$ cat config.mk
export PLATFORM = sky130hd
export DESIGN_NAME = operand_streamer
export DESIGN_NICKNAME = d
export VERILOG_FILES = /design/src/source/mem_port_pkg.sv /design/src/source/streamer_pkg.sv /design/src/source/load_addr_gen.sv /design/src/source/load_fsm.sv /design/src/source/operand_buffers.sv /design/src/source/operand_streamer.sv
export SDC_FILE = /design/constraint.sdc
export NUM_CORES = 1
export LEC_CHECK = 0
export BUFFER_PORTS_ARGS = -buffer_cell sky130_fd_sc_hd__clkbuf_2
export CAP_MARGIN = 25
export CORE_MARGIN = 3
export CORE_UTILIZATION = 58
export DETAILED_ROUTE_END_ITERATION = 8
export PLACE_DENSITY = 0.83
export SYNTH_ARGS = -nofsm -noshare
export SYNTH_HDL_FRONTEND = slang
export SYNTH_SLANG_ARGS = --single-unit
$ cat constraint.sdc
create_clock -name clk_i -period 8.7 [get_ports clk_i]
set_clock_uncertainty 0.2 [all_clocks]
set_input_delay 1.74 -clock clk_i [delete_from_list [all_inputs] [get_ports clk_i]]
set_output_delay 1.74 -clock clk_i [all_outputs]
set_load 0.01 [all_outputs]
$ cat src/source/mem_port_pkg.sv
// Memory port widths and the request and response structs
package mem_port_pkg;

  // Word address and data widths of the read port
  localparam int MEM_AW = 16;
  localparam int MEM_DW = 32;

  // Request strobe with word address; held until granted
  typedef struct packed {
    logic              req;
    logic [MEM_AW-1:0] addr;
  } mem_req_t;

  // Same-cycle grant, later response strobe with data
  typedef struct packed {
    logic              gnt;
    logic              rvalid;
    logic [MEM_DW-1:0] rdata;
  } mem_rsp_t;

endpackage

$ cat src/source/streamer_pkg.sv
// Operand sizes, job and pair structs, load FSM states
package streamer_pkg;

  // Element and lane sizes
  localparam int X_ITEM_W         = 8;
  localparam int Y_ITEM_W         = 8;
  localparam int X_ELEMS_PER_WORD = mem_port_pkg::MEM_DW / X_ITEM_W;
  localparam int Y_LANES          = 4;

  // Counter and field widths
  localparam int LANE_CNT_W = 3;
  localparam int XCNT_W     = 8;
  localparam int ELEM_IDX_W = $clog2(X_ELEMS_PER_WORD);
  localparam int ELEM_CNT_W = ELEM_IDX_W + 1;

  // Number of load FSM states, for the one-hot decode
  localparam int LOAD_STATE_N = 5;

  // Job description; x_words must not be zero
  typedef struct packed {
    logic [mem_port_pkg::MEM_AW-1:0] meta_addr;
    logic [mem_port_pkg::MEM_AW-1:0] x_addr;
    logic [mem_port_pkg::MEM_AW-1:0] y_addr;
    logic [XCNT_W-1:0]               x_words;
  } job_cfg_t;

  // One X element paired with one masked Y word
  typedef struct packed {
    logic [X_ITEM_W-1:0]             x;
    logic [mem_port_pkg::MEM_DW-1:0] y;
  } operand_pair_t;

  typedef enum logic [2:0] {
    IDLE,
    LOAD_META,
    LOAD_X,
    LOAD_Y,
    WAIT_PAIR
  } load_state_e;

endpackage

$ cat src/source/load_addr_gen.sv
// Address counters for the metadata, X and Y operands of a job
`timescale 1ns/10ps

module load_addr_gen (
  input  logic                             clk_i,
  input  logic                             rst_ni,
  input  logic                             start_i,
  input  streamer_pkg::job_cfg_t           job_i,
  input  streamer_pkg::load_state_e        state_i,
  input  logic                             gnt_i,
  output logic [mem_port_pkg::MEM_AW-1:0]  addr_o,
  output logic                             last_x_o,
  output logic                             last_elem_o
);

  import mem_port_pkg::*;
  import streamer_pkg::*;

  logic [MEM_AW-1:0]     meta_addr_q;
  logic [MEM_AW-1:0]     x_ptr_q;
  logic [MEM_AW-1:0]     y_ptr_q;
  logic [XCNT_W-1:0]     x_left_q;
  logic [ELEM_CNT_W-1:0] elem_cnt_q;

  always_ff @(posedge clk_i or negedge rst_ni) begin
    if (!rst_ni) begin
      meta_addr_q <= '0;
      x_ptr_q     <= '0;
      y_ptr_q     <= '0;
      x_left_q    <= '0;
      elem_cnt_q  <= '0;
    end else if (state_i == IDLE) begin
      // Job is taken only while idle
      if (start_i) begin
        meta_addr_q <= job_i.meta_addr;
        x_ptr_q     <= job_i.x_addr;
        y_ptr_q     <= job_i.y_addr;
        x_left_q    <= job_i.x_words;
        elem_cnt_q  <= '0;
      end
    end else if (gnt_i) begin
      if (state_i == LOAD_X) begin
        x_ptr_q    <= x_ptr_q + MEM_AW'(1);
        x_left_q   <= x_left_q - XCNT_W'(1);
        elem_cnt_q <= '0;
      end else if (state_i == LOAD_Y) begin
        // Y walks one word per element, across X word boundaries
        y_ptr_q    <= y_ptr_q + MEM_AW'(1);
        elem_cnt_q <= elem_cnt_q + ELEM_CNT_W'(1);
      end
    end
  end

  always_comb begin
    case (state_i)
      LOAD_META: addr_o = meta_addr_q;
      LOAD_X:    addr_o = x_ptr_q;
      LOAD_Y:    addr_o = y_ptr_q;
      default:   addr_o = '0;
    endcase
  end

  // Counts are taken after the grant of the current word
  assign last_x_o    = (x_left_q == '0);
  assign last_elem_o = (elem_cnt_q == ELEM_CNT_W'(X_ELEMS_PER_WORD));

  // Memory only grants requests raised by the FSM
  a_no_gnt_idle: assert property (
    @(posedge clk_i) disable iff (!rst_ni)
    gnt_i |-> (state_i != IDLE)
  );

endmodule

$ cat src/source/load_fsm.sv
// Load sequencer for the metadata, X and Y phases
// Also drives the memory request strobe and the job status
`timescale 1ns/10ps

module load_fsm (
  input  logic                      clk_i,
  input  logic                      rst_ni,
  input  logic                      start_i,
  input  logic                      rvalid_i,
  input  logic                      gnt_i,
  input  logic                      pair_accept_i,
  input  logic                      last_x_i,
  input  logic                      last_elem_i,
  output streamer_pkg::load_state_e state_o,
  output logic                      req_o,
  output logic                      busy_o,
  output logic                      done_o
);

  import streamer_pkg::*;

  load_state_e             state_q;
  load_state_e             state_d;
  logic                    pend_q;
  logic                    req_set;
  logic                    rsp_wait_q;
  logic                    rsp_done;
  logic                    done_q;
  logic                    done_d;
  logic [LOAD_STATE_N-1:0] st_oh;

  // Response for the load in flight
  assign rsp_done = rvalid_i && rsp_wait_q;

  always_comb begin
    state_d = state_q;
    req_set = 1'b0;
    done_d  = 1'b0;
    case (state_q)
      IDLE: begin
        if (start_i) begin
          state_d = LOAD_META;
          req_set = 1'b1;
        end
      end
      LOAD_META: begin
        if (rsp_done) begin
          state_d = LOAD_X;
          req_set = 1'b1;
        end
      end
      LOAD_X: begin
        if (rsp_done) begin
          state_d = LOAD_Y;
          req_set = 1'b1;
        end
      end
      LOAD_Y: begin
        if (rsp_done) begin
          state_d = WAIT_PAIR;
        end
      end
      WAIT_PAIR: begin
        // Next load waits for the engine to take the pair
        if (pair_accept_i) begin
          if (!last_elem_i) begin
            state_d = LOAD_Y;
            req_set = 1'b1;
          end else if (!last_x_i) begin
            state_d = LOAD_X;
            req_set = 1'b1;
          end else begin
            state_d = IDLE;
            done_d  = 1'b1;
          end
        end
      end
      default: begin
        state_d = IDLE;
      end
    endcase
  end

  always_ff @(posedge clk_i or negedge rst_ni) begin
    if (!rst_ni) begin
      state_q    <= IDLE;
      pend_q     <= 1'b0;
      rsp_wait_q <= 1'b0;
      done_q     <= 1'b0;
    end else begin
      state_q <= state_d;
      done_q  <= done_d;
      // One request per load that drops once granted
      if (req_set) begin
        pend_q <= 1'b1;
      end else if (gnt_i) begin
        pend_q <= 1'b0;
      end
      if (gnt_i && pend_q) begin
        rsp_wait_q <= 1'b1;
      end else if (rvalid_i) begin
        rsp_wait_q <= 1'b0;
      end
    end
  end

  assign st_oh = LOAD_STATE_N'(1) << state_q;

  assign state_o = state_q;
  assign req_o   = pend_q;
  assign busy_o  = !st_oh[IDLE];
  assign done_o  = done_q;

  // Single outstanding read on the port
  a_req_while_wait: assert property (
    @(posedge clk_i) disable iff (!rst_ni)
    req_o |-> !rsp_wait_q
  );

  // No Y load overlaps a pair that waits for the engine
  a_wait_pair_quiet: assert property (
    @(posedge clk_i) disable iff (!rst_ni)
    st_oh[WAIT_PAIR] |-> !(req_o || gnt_i || rvalid_i)
  );

endmodule

$ cat src/source/operand_buffers.sv
// Metadata register, X buffer with element select, Y register with lane mask
`timescale 1ns/10ps

module operand_buffers (
  input  logic                            clk_i,
  input  logic                            rst_ni,
  input  streamer_pkg::load_state_e       state_i,
  input  logic                            rvalid_i,
  input  logic [mem_port_pkg::MEM_DW-1:0] rdata_i,
  input  logic                            pair_ready_i,
  output streamer_pkg::operand_pair_t     pair_o,
  output logic                            pair_valid_o,
  output logic                            pair_accept_o,
  output logic [mem_port_pkg::MEM_DW-1:0] meta_o
);

  import mem_port_pkg::*;
  import streamer_pkg::*;

  logic [MEM_DW-1:0]     meta_q;
  logic [MEM_DW-1:0]     x_buf_q;
  logic [MEM_DW-1:0]     y_q;
  logic                  valid_q;
  logic [ELEM_IDX_W-1:0] elem_idx_q;
  logic [LANE_CNT_W-1:0] lane_raw;
  logic [LANE_CNT_W-1:0] lane_cnt;
  logic [X_ITEM_W-1:0]   x_sel;
  logic [MEM_DW-1:0]     y_masked;
  logic                  accept;

  assign accept = valid_q && pair_ready_i;

  // Control state and metadata
  always_ff @(posedge clk_i or negedge rst_ni) begin
    if (!rst_ni) begin
      meta_q     <= '0;
      valid_q    <= 1'b0;
      elem_idx_q <= '0;
    end else begin
      if (rvalid_i && state_i == LOAD_META) begin
        meta_q <= rdata_i;
      end
      // A fresh X word starts again at element 0
      if (rvalid_i && state_i == LOAD_X) begin
        elem_idx_q <= '0;
      end else if (accept) begin
        elem_idx_q <= elem_idx_q + ELEM_IDX_W'(1);
      end
      if (rvalid_i && state_i == LOAD_Y) begin
        valid_q <= 1'b1;
      end else if (accept) begin
        valid_q <= 1'b0;
      end
    end
  end

  // Operand payload
  always_ff @(posedge clk_i) begin
    if (rvalid_i && state_i == LOAD_X) begin
      x_buf_q <= rdata_i;
    end
    if (rvalid_i && state_i == LOAD_Y) begin
      y_q <= rdata_i;
    end
  end

  // Lane count clamped to the lanes present in a word
  assign lane_raw = meta_q[LANE_CNT_W-1:0];
  assign lane_cnt = (lane_raw > LANE_CNT_W'(Y_LANES)) ? LANE_CNT_W'(Y_LANES) : lane_raw;

  assign x_sel = x_buf_q[elem_idx_q*X_ITEM_W +: X_ITEM_W];

  always_comb begin
    y_masked = y_q;
    for (int i = 0; i < Y_LANES; i++) begin
      if (i >= lane_cnt) begin
        y_masked[i*Y_ITEM_W +: Y_ITEM_W] = '0;
      end
    end
  end

  assign pair_o.x      = x_sel;
  assign pair_o.y      = y_masked;
  assign pair_valid_o  = valid_q;
  assign pair_accept_o = accept;
  assign meta_o        = meta_q;

  // Stalled pair is held unchanged until taken
  a_pair_stable: assert property (
    @(posedge clk_i) disable iff (!rst_ni)
    (pair_valid_o && !pair_ready_i) |=> (pair_valid_o && $stable(pair_o))
  );

endmodule

$ cat src/source/operand_streamer.sv
// Operand streamer top level: load FSM, address generator, operand buffers
`timescale 1ns/10ps

module operand_streamer (
  input  logic                            clk_i,
  input  logic                            rst_ni,
  input  logic                            start_i,
  input  streamer_pkg::job_cfg_t          job_i,
  output logic                            busy_o,
  output logic                            done_o,
  output mem_port_pkg::mem_req_t          mem_req_o,
  input  mem_port_pkg::mem_rsp_t          mem_rsp_i,
  output streamer_pkg::operand_pair_t     pair_o,
  output logic                            pair_valid_o,
  input  logic                            pair_ready_i,
  output logic [mem_port_pkg::MEM_DW-1:0] meta_o
);

  import mem_port_pkg::*;
  import streamer_pkg::*;

  load_state_e       state;
  logic              req;
  logic [MEM_AW-1:0] addr;
  logic              last_x;
  logic              last_elem;
  logic              pair_accept;

  load_fsm load_fsm_inst (
    .clk_i         (clk_i),
    .rst_ni        (rst_ni),
    .start_i       (start_i),
    .rvalid_i      (mem_rsp_i.rvalid),
    .gnt_i         (mem_rsp_i.gnt),
    .pair_accept_i (pair_accept),
    .last_x_i      (last_x),
    .last_elem_i   (last_elem),
    .state_o       (state),
    .req_o         (req),
    .busy_o        (busy_o),
    .done_o        (done_o)
  );

  load_addr_gen load_addr_gen_inst (
    .clk_i       (clk_i),
    .rst_ni      (rst_ni),
    .start_i     (start_i),
    .job_i       (job_i),
    .state_i     (state),
    .gnt_i       (mem_rsp_i.gnt),
    .addr_o      (addr),
    .last_x_o    (last_x),
    .last_elem_o (last_elem)
  );

  operand_buffers operand_buffers_inst (
    .clk_i         (clk_i),
    .rst_ni        (rst_ni),
    .state_i       (state),
    .rvalid_i      (mem_rsp_i.rvalid),
    .rdata_i       (mem_rsp_i.rdata),
    .pair_ready_i  (pair_ready_i),
    .pair_o        (pair_o),
    .pair_valid_o  (pair_valid_o),
    .pair_accept_o (pair_accept),
    .meta_o        (meta_o)
  );

  assign mem_req_o.req  = req;
  assign mem_req_o.addr = addr;

endmodule

==> Word-level counts from Yosys, hierarchy flattened <==
Index checks and enable logic that the tools add are counted.
{ "classes": {"add_sub_neg": 5, "n_lt_le_gt_ge": 5, "n_eq_ne": 11, "shifts": 2, "muxes": 50, "reduce_logical": 23} }
{ "op_table": {"columns": ["cell", "count"], "rows": [
  ["16-bit 2-to-1 mux", 9],
  ["8-bit 2-to-1 mux", 8],
  ["16-bit case mux with 3 select lines", 1],
  ["3-bit 2-to-1 mux", 12],
  ["16-bit by 1-bit adder with 16-bit output (second input constant)", 2],
  ["32-bit by 6-bit indexed part select with 8-bit output", 1],
  ["1-bit 2-to-1 mux", 15],
  ["3-bit case mux with 5 select lines", 1],
  ["2-bit nonzero test", 7],
  ["8-bit zero test", 1],
  ["2-bit != test (second input constant)", 4],
  ["8-bit by 1-bit subtractor with 8-bit output (second input constant)", 1],
  ["3-bit by 2-bit == test with 1-bit output (second input constant)", 2],
  ["3-bit == test (second input constant)", 2],
  ["1-bit by 3-bit >= comparator with 1-bit output (first input constant)", 2],
  ["2-bit by 3-bit >= comparator with 1-bit output (first input constant)", 2],
  ["1-bit logical AND", 6],
  ["2-bit 2-to-1 mux", 3],
  ["3-bit AND reduction", 2],
  ["5-bit AND reduction", 1],
  ["2-bit by 1-bit != test with 1-bit output (second input constant)", 2],
  ["4-bit AND reduction", 1],
  ["3-bit by 1-bit adder with 3-bit output (second input constant)", 1],
  ["3-bit by 1-bit == test with 1-bit output (second input constant)", 1],
  ["other kinds (9)", 9]
]} }
{ "totals": {"regBits": 164, "input_bits": 94} }

==> Longest topological paths before layout <==
{ "depth": {"depth_word": 6, "depth_mapped": 7, "depth_no_buf": 6} }

==> Modules after synthesis <==
Synthesis repeated with hierarchy kept, for this count alone.
{ "unflattened": {"cells_unflattened": 654, "area_unflattened_um2": 7952.6} }
{ "by_module_without_submodules": {"columns": ["mod", "n_inst", "cells_per_inst", "area_per_inst_um2", "seq_area_each_um2"], "rows": [
  ["operand_buffers", 1, 193, 3836.2, 2797.7],
  ["load_addr_gen", 1, 420, 3736.1, 1476.4],
  ["load_fsm", 1, 40, 372.9, 150.1],
  ["operand_streamer", 1, 1, 7.5, 0.0]
]} }

==> Worst setup path before layout <==
Ideal clock, no wire load.
{ "synth_path": {"path_kind": "input port to flip-flop", "from": "in mem_rsp_i[32] in the netlist's numbering", "to": "reg operand_buffers_inst.x_buf_q[0] (enable)", "setup_time_ns": 0.424, "arrival_time_ns": 3.287, "t_required_ns": 8.076, "slack_ns": 4.789, "path_stages": 2, "cell_sequence": "nand2b_1 -> nor2_1"} }
{ "synth_between": {"elab_chain_cells": 1} }
{ "synth_rtl": {"columns": ["element", "line", "source"], "rows": [
  ["start, declared", "operand_streamer.sv:12", "input mem_port_pkg::mem_rsp_t mem_rsp_i,"],
  ["1-bit logical AND", "operand_buffers.sv:59", "if (rvalid_i && state_i == LOAD_X) begin"],
  ["end signal, assigned", "operand_buffers.sv:60", "x_buf_q <= rdata_i;"],
  ["end, declared", "operand_buffers.sv:21", "logic [MEM_DW-1:0] x_buf_q;"]
]} }
Every way passes these cells.
A chain may end at the register's enable or synchronous reset.

==> Worst setup path after layout <==
{ "layout_path": {"from": "reg load_fsm_inst.state_q[0] (netlist: load_fsm_inst.state_o[0])", "to": "out busy_o"} }
{ "layout_between": {"elab_chain_cells": 2} }
{ "layout_rtl": {"columns": ["element", "line", "source"], "rows": [
  ["start, declared", "load_fsm.sv:22", "load_state_e state_q;"],
  ["start signal, assigned", "load_fsm.sv:91", "state_q <= state_d;"],
  ["1-bit by 3-bit left shift with 1-bit output", "load_fsm.sv:107", "assign st_oh = LOAD_STATE_N'(1) << state_q;"],
  ["1-bit zero test", "load_fsm.sv:111", "assign busy_o = !st_oh[IDLE];"],
  ["end, declared", "operand_streamer.sv:9", "output logic busy_o,"]
]} }
Every way passes these cells.

==> results by group <==
Status
  • Status: complete, no violations

Drt
  • Via count: 6051
  • DRC: 0
  • Drt wl/cell: 19.8 um
  • Antenna-violating nets left: 0
  • Avg Vias per Cell: 6.06
  • DRT Wirelength: between 15 and 20 mm
  • Drt pass-1 iters: 7
  • 1st-iter DRT viols: 632

Clocking
  • Root Driver: clkbuf_16
  • Latest clock arrival within the worst-skew pair: 0.42 ns
  • CTS buffer count: 17
  • CTS tree: done
  • CTS Buffer Depth: 2
  • Setup Buffers After CTS: 0
  • Hold_buf cts: 0
  • H-Tree Level Count: 4
  • Clk sink count: 164
  • # resized after CTS: 0
  • Clk slew on worst S/H paths: about 0.070 ns

Timing
  • Hold Vio Cnt, Final: 0
  • Endpoints failing setup: 0
  • Final setup TNS: 0 ns
  • Crit path time final: between 4 and 5 ns
  • Worst Setup Slack, final: slightly above 4 ns
  • Relative slew slack: 29.2%
  • Worst-Margin Slew: 1.05 ns
  • Tcrit/Tclk final: 53.5%
  • FMAX: 215 MHz
  • Max Transition Viols Final: 0
  • RSZ-0062 raised after global routing: false

Layout
  • Fin area: between 9000 and 10000 um^2
  • Nets: 912
  • Share of layout cells above drive strength 1: 36.7%
  • Fill cells: 894
  • Area Growth Syn to Fin: 20.8%
  • Diode count: 0

Setup path
  • Critical Path RT: 6.76 ns
  • Startpoint types: flop
  • Crit Path Class: reg2out
  • CP Capture Type: primary output
  • Arrival time of the worst setup path: 2.72 ns
  • Worst-path fanout max: 71

Synth
  • Yosys top cell by area: dfrtp_1
  • Mapped Nets: 747
  • Unique cell type count in the Yosys netlist: 60
  • Ranking of synthesized cells by area: dfrtp_1 32%, edfxtp_1 25%, mux2_2 8.6%
  • Count leader, synth: dfrtp_1
  • Synthesized area: 7710 um^2
  • Mapped Cells: 648
  • Ys flop type: dfrtp_1
  • Share of the yosys chip area belonging to registers: between 50 and 60%
  • Yosys Warn Count: 0
  • Synth top area share: 32.5%
  • Top cells by count, synth: 100 x dfrtp_1, 64 x edfxtp_1, 59 x mux2_2
  • Async SR Flop Fraction: 61.0%
  • Post-synth EDFFs: 64
  • Number of synthesized register bits: 164
  • Avg Synthesized Cell Area: between 10 and 15 um^2

Placed design
  • Gpl congestion: around 1
  • Post-placement cell area: 8690 um^2
  • DP Wirelength: 13.7 mm
  • IO buf count: 185
  • Post-Place Worst Slack: 4.30 ns

Global routing
  • Vias in the first global route: 5852
  • Initial antenna violation count: 1
  • Total global routing overflow: 0
  • Pin count of the biggest net entering global routing: 72
  • First-pass GRT wire length: 31.2 mm
  • All-Layer GR Usage: 27.5%

Die
  • # rows: 41
  • Ports: 186
  • Die area: 14700 um^2
  • Die height: approximately 120 um
  • Die width: between 100 and 150 um
  • Core Footprint: 12800 um^2
  • Starting Density: 60.1%

Pwr
  • Internal power: 2.17 mW
  • Comb power frac: 39.1%
  • Power per cell area: roughly 380 nW/um^2
  • Sw frac: between 30% and 40%
  • Clk pwr share: 21.8%
  • Sequential Power Share: approximately 40%
  • Peak supply drop: 0.000238 V
  • Net Switching: 1.39 mW
  • Leak Pwr: 3.91 nW

Min path
  • Worst min-delay path class: reg2reg

Run
  • Max_cap viols: 0
-- flip-flops by register name (all words and copies together), names as in the netlist --
name	flops
load_addr_gen_inst.x_ptr_q	16
load_fsm_inst.rsp_wait_q	1
load_fsm_inst.done_o	1
load_fsm_inst.req_o	1
operand_buffers_inst.x_buf_q	32
load_addr_gen_inst.y_ptr_q	16
load_addr_gen_inst.elem_cnt_q	3
load_fsm_inst.state_o	3
load_addr_gen_inst.meta_addr_q	16
operand_buffers_inst.y_q	32
operand_buffers_inst.elem_idx_q	2
operand_buffers_inst.pair_valid_o	1
load_addr_gen_inst.x_left_q	8
operand_buffers_inst.meta_o	32
-- metrics by stage --
stage	utilization, %	power (mW)	instances	hold WS [ns]
2_1_floorplan	-	2.27	648	0.275
3_3_place_gp	67.8	2.70	965	0.266
3_5_place_dp	67.8	2.77	965	0.280
4_1_cts	72.5	3.55	997	0.294
5_1_grt	72.6	3.77	998	0.317
6_report	72.6	3.56	998	0.296
-- cells in the final DEF, fill, tap and decap left out, types with 3 or more instances in the layout --
cell type,synthesis,layout
clkinvlp_4,0,3
edfxtp_1,64,64
mux2_1,3,3
a21oi_2,3,3
a2bb2oi_2,3,3
bufinv_16,0,3
a21oi_1,41,41
and2_1,11,11
nor2_4,0,3
nand4_1,12,12
a2bb2oi_1,3,3
nand3_1,15,15
and4_1,4,4
o22ai_1,9,9
and3_1,6,6
buf_4,2,6
nand2_1,42,42
mux2i_1,4,4
ha_1,5,5
nor4_1,7,7
o22a_1,10,10
clkinv_4,0,3
clkbuf_16,0,17
mux4_2,8,8
nor3_1,6,6
or4_1,6,6
nand2b_1,4,4
nor2b_1,26,26
dfrtp_1,100,100
a22oi_1,17,17
a31oi_1,9,9
o2bb2ai_1,3,3
nor3b_1,3,3
nor2_1,43,40
clkbuf_2,0,184
o21a_1,3,3
o21ai_0,35,35
inv_1,11,11
o211ai_1,3,3
mux2_2,59,59
-- logic make-up after synthesis --
logic type / share of synthesized area [%]
flip-flops: 57.4
adder cells (fa/ha/maj): 0.812
XOR/XNOR: 0.341
multiplexers: 11.9
AND/OR/NAND/NOR: 13.3
buffers and inverters: 3.39
AO/OA/AOI/OAI: 12.8
-- worst paths after layout --
check | start | endpoint | slack, ns | cells past startpoint
hold reg to reg | operand_buffers_inst.meta_o[9]$_DFFE_PN0P_ | operand_buffers_inst.meta_o[9]$_DFFE_PN0P_ | 0.30 | 1
min in group asynchronous | rst_ni | load_addr_gen_inst.x_ptr_q[8]$_DFFE_PN0P_ | 1.06 | 1
max in group asynchronous | rst_ni | load_addr_gen_inst.y_ptr_q[3]$_DFFE_PN0P_ | 5.99 | 2
setup reg to reg | load_fsm_inst.state_o[1]$_DFFE_PN0P_ | load_addr_gen_inst.x_ptr_q[15]$_DFFE_PN0P_ | 5.71 | 4
setup / recovery | load_fsm_inst.state_o[0]$_DFFE_PN0P_ | busy_o | 4.04 | 5
hold / removal | operand_buffers_inst.meta_o[9]$_DFFE_PN0P_ | operand_buffers_inst.meta_o[9]$_DFFE_PN0P_ | 0.30 | 1
-- routing by layer --
metal	global-route usage [%]	routed length (um)
met1	36.3	7920
met2	44.8	9670
met3	5.36	1660
met4	11.0	505
met5	1.47	10
-- power groups by stage --
stage | combinational [mW] | clock (mW) | sequential [mW]
6_report | 1.39 | 0.775 | 1.39
5_1_grt | 1.53 | 0.817 | 1.43
4_1_cts | 1.39 | 0.782 | 1.38
3_5_place_dp | 1.38 | 0 | 1.39
3_3_place_gp | 1.33 | 0 | 1.37
2_1_floorplan | 0.990 | 0 | 1.28
-- critical path, stage by stage (launching register included) --
cell      delay [ns]
dfrtp_1         1.02
nor3_4          0.05
buf_4           0.29
inv_2           0.08
buf_4           0.56
clkbuf_2        0.25
-- cell type report --
type | count | area (um^2) | share of cell area (%)
sequential | 164 | 4420 | 47.5
multi-input combinational | 428 | 3050 | 32.8
timing repair buffer | 190 | 966 | 10.4
clock buffer | 18 | 429 | 4.61
tap | 172 | 215 | 2.31
clock inverter | 14 | 179 | 1.92
inverter | 12 | 45.0 | 0.484
No activity file was read; power rests on OpenSTA's default activity.
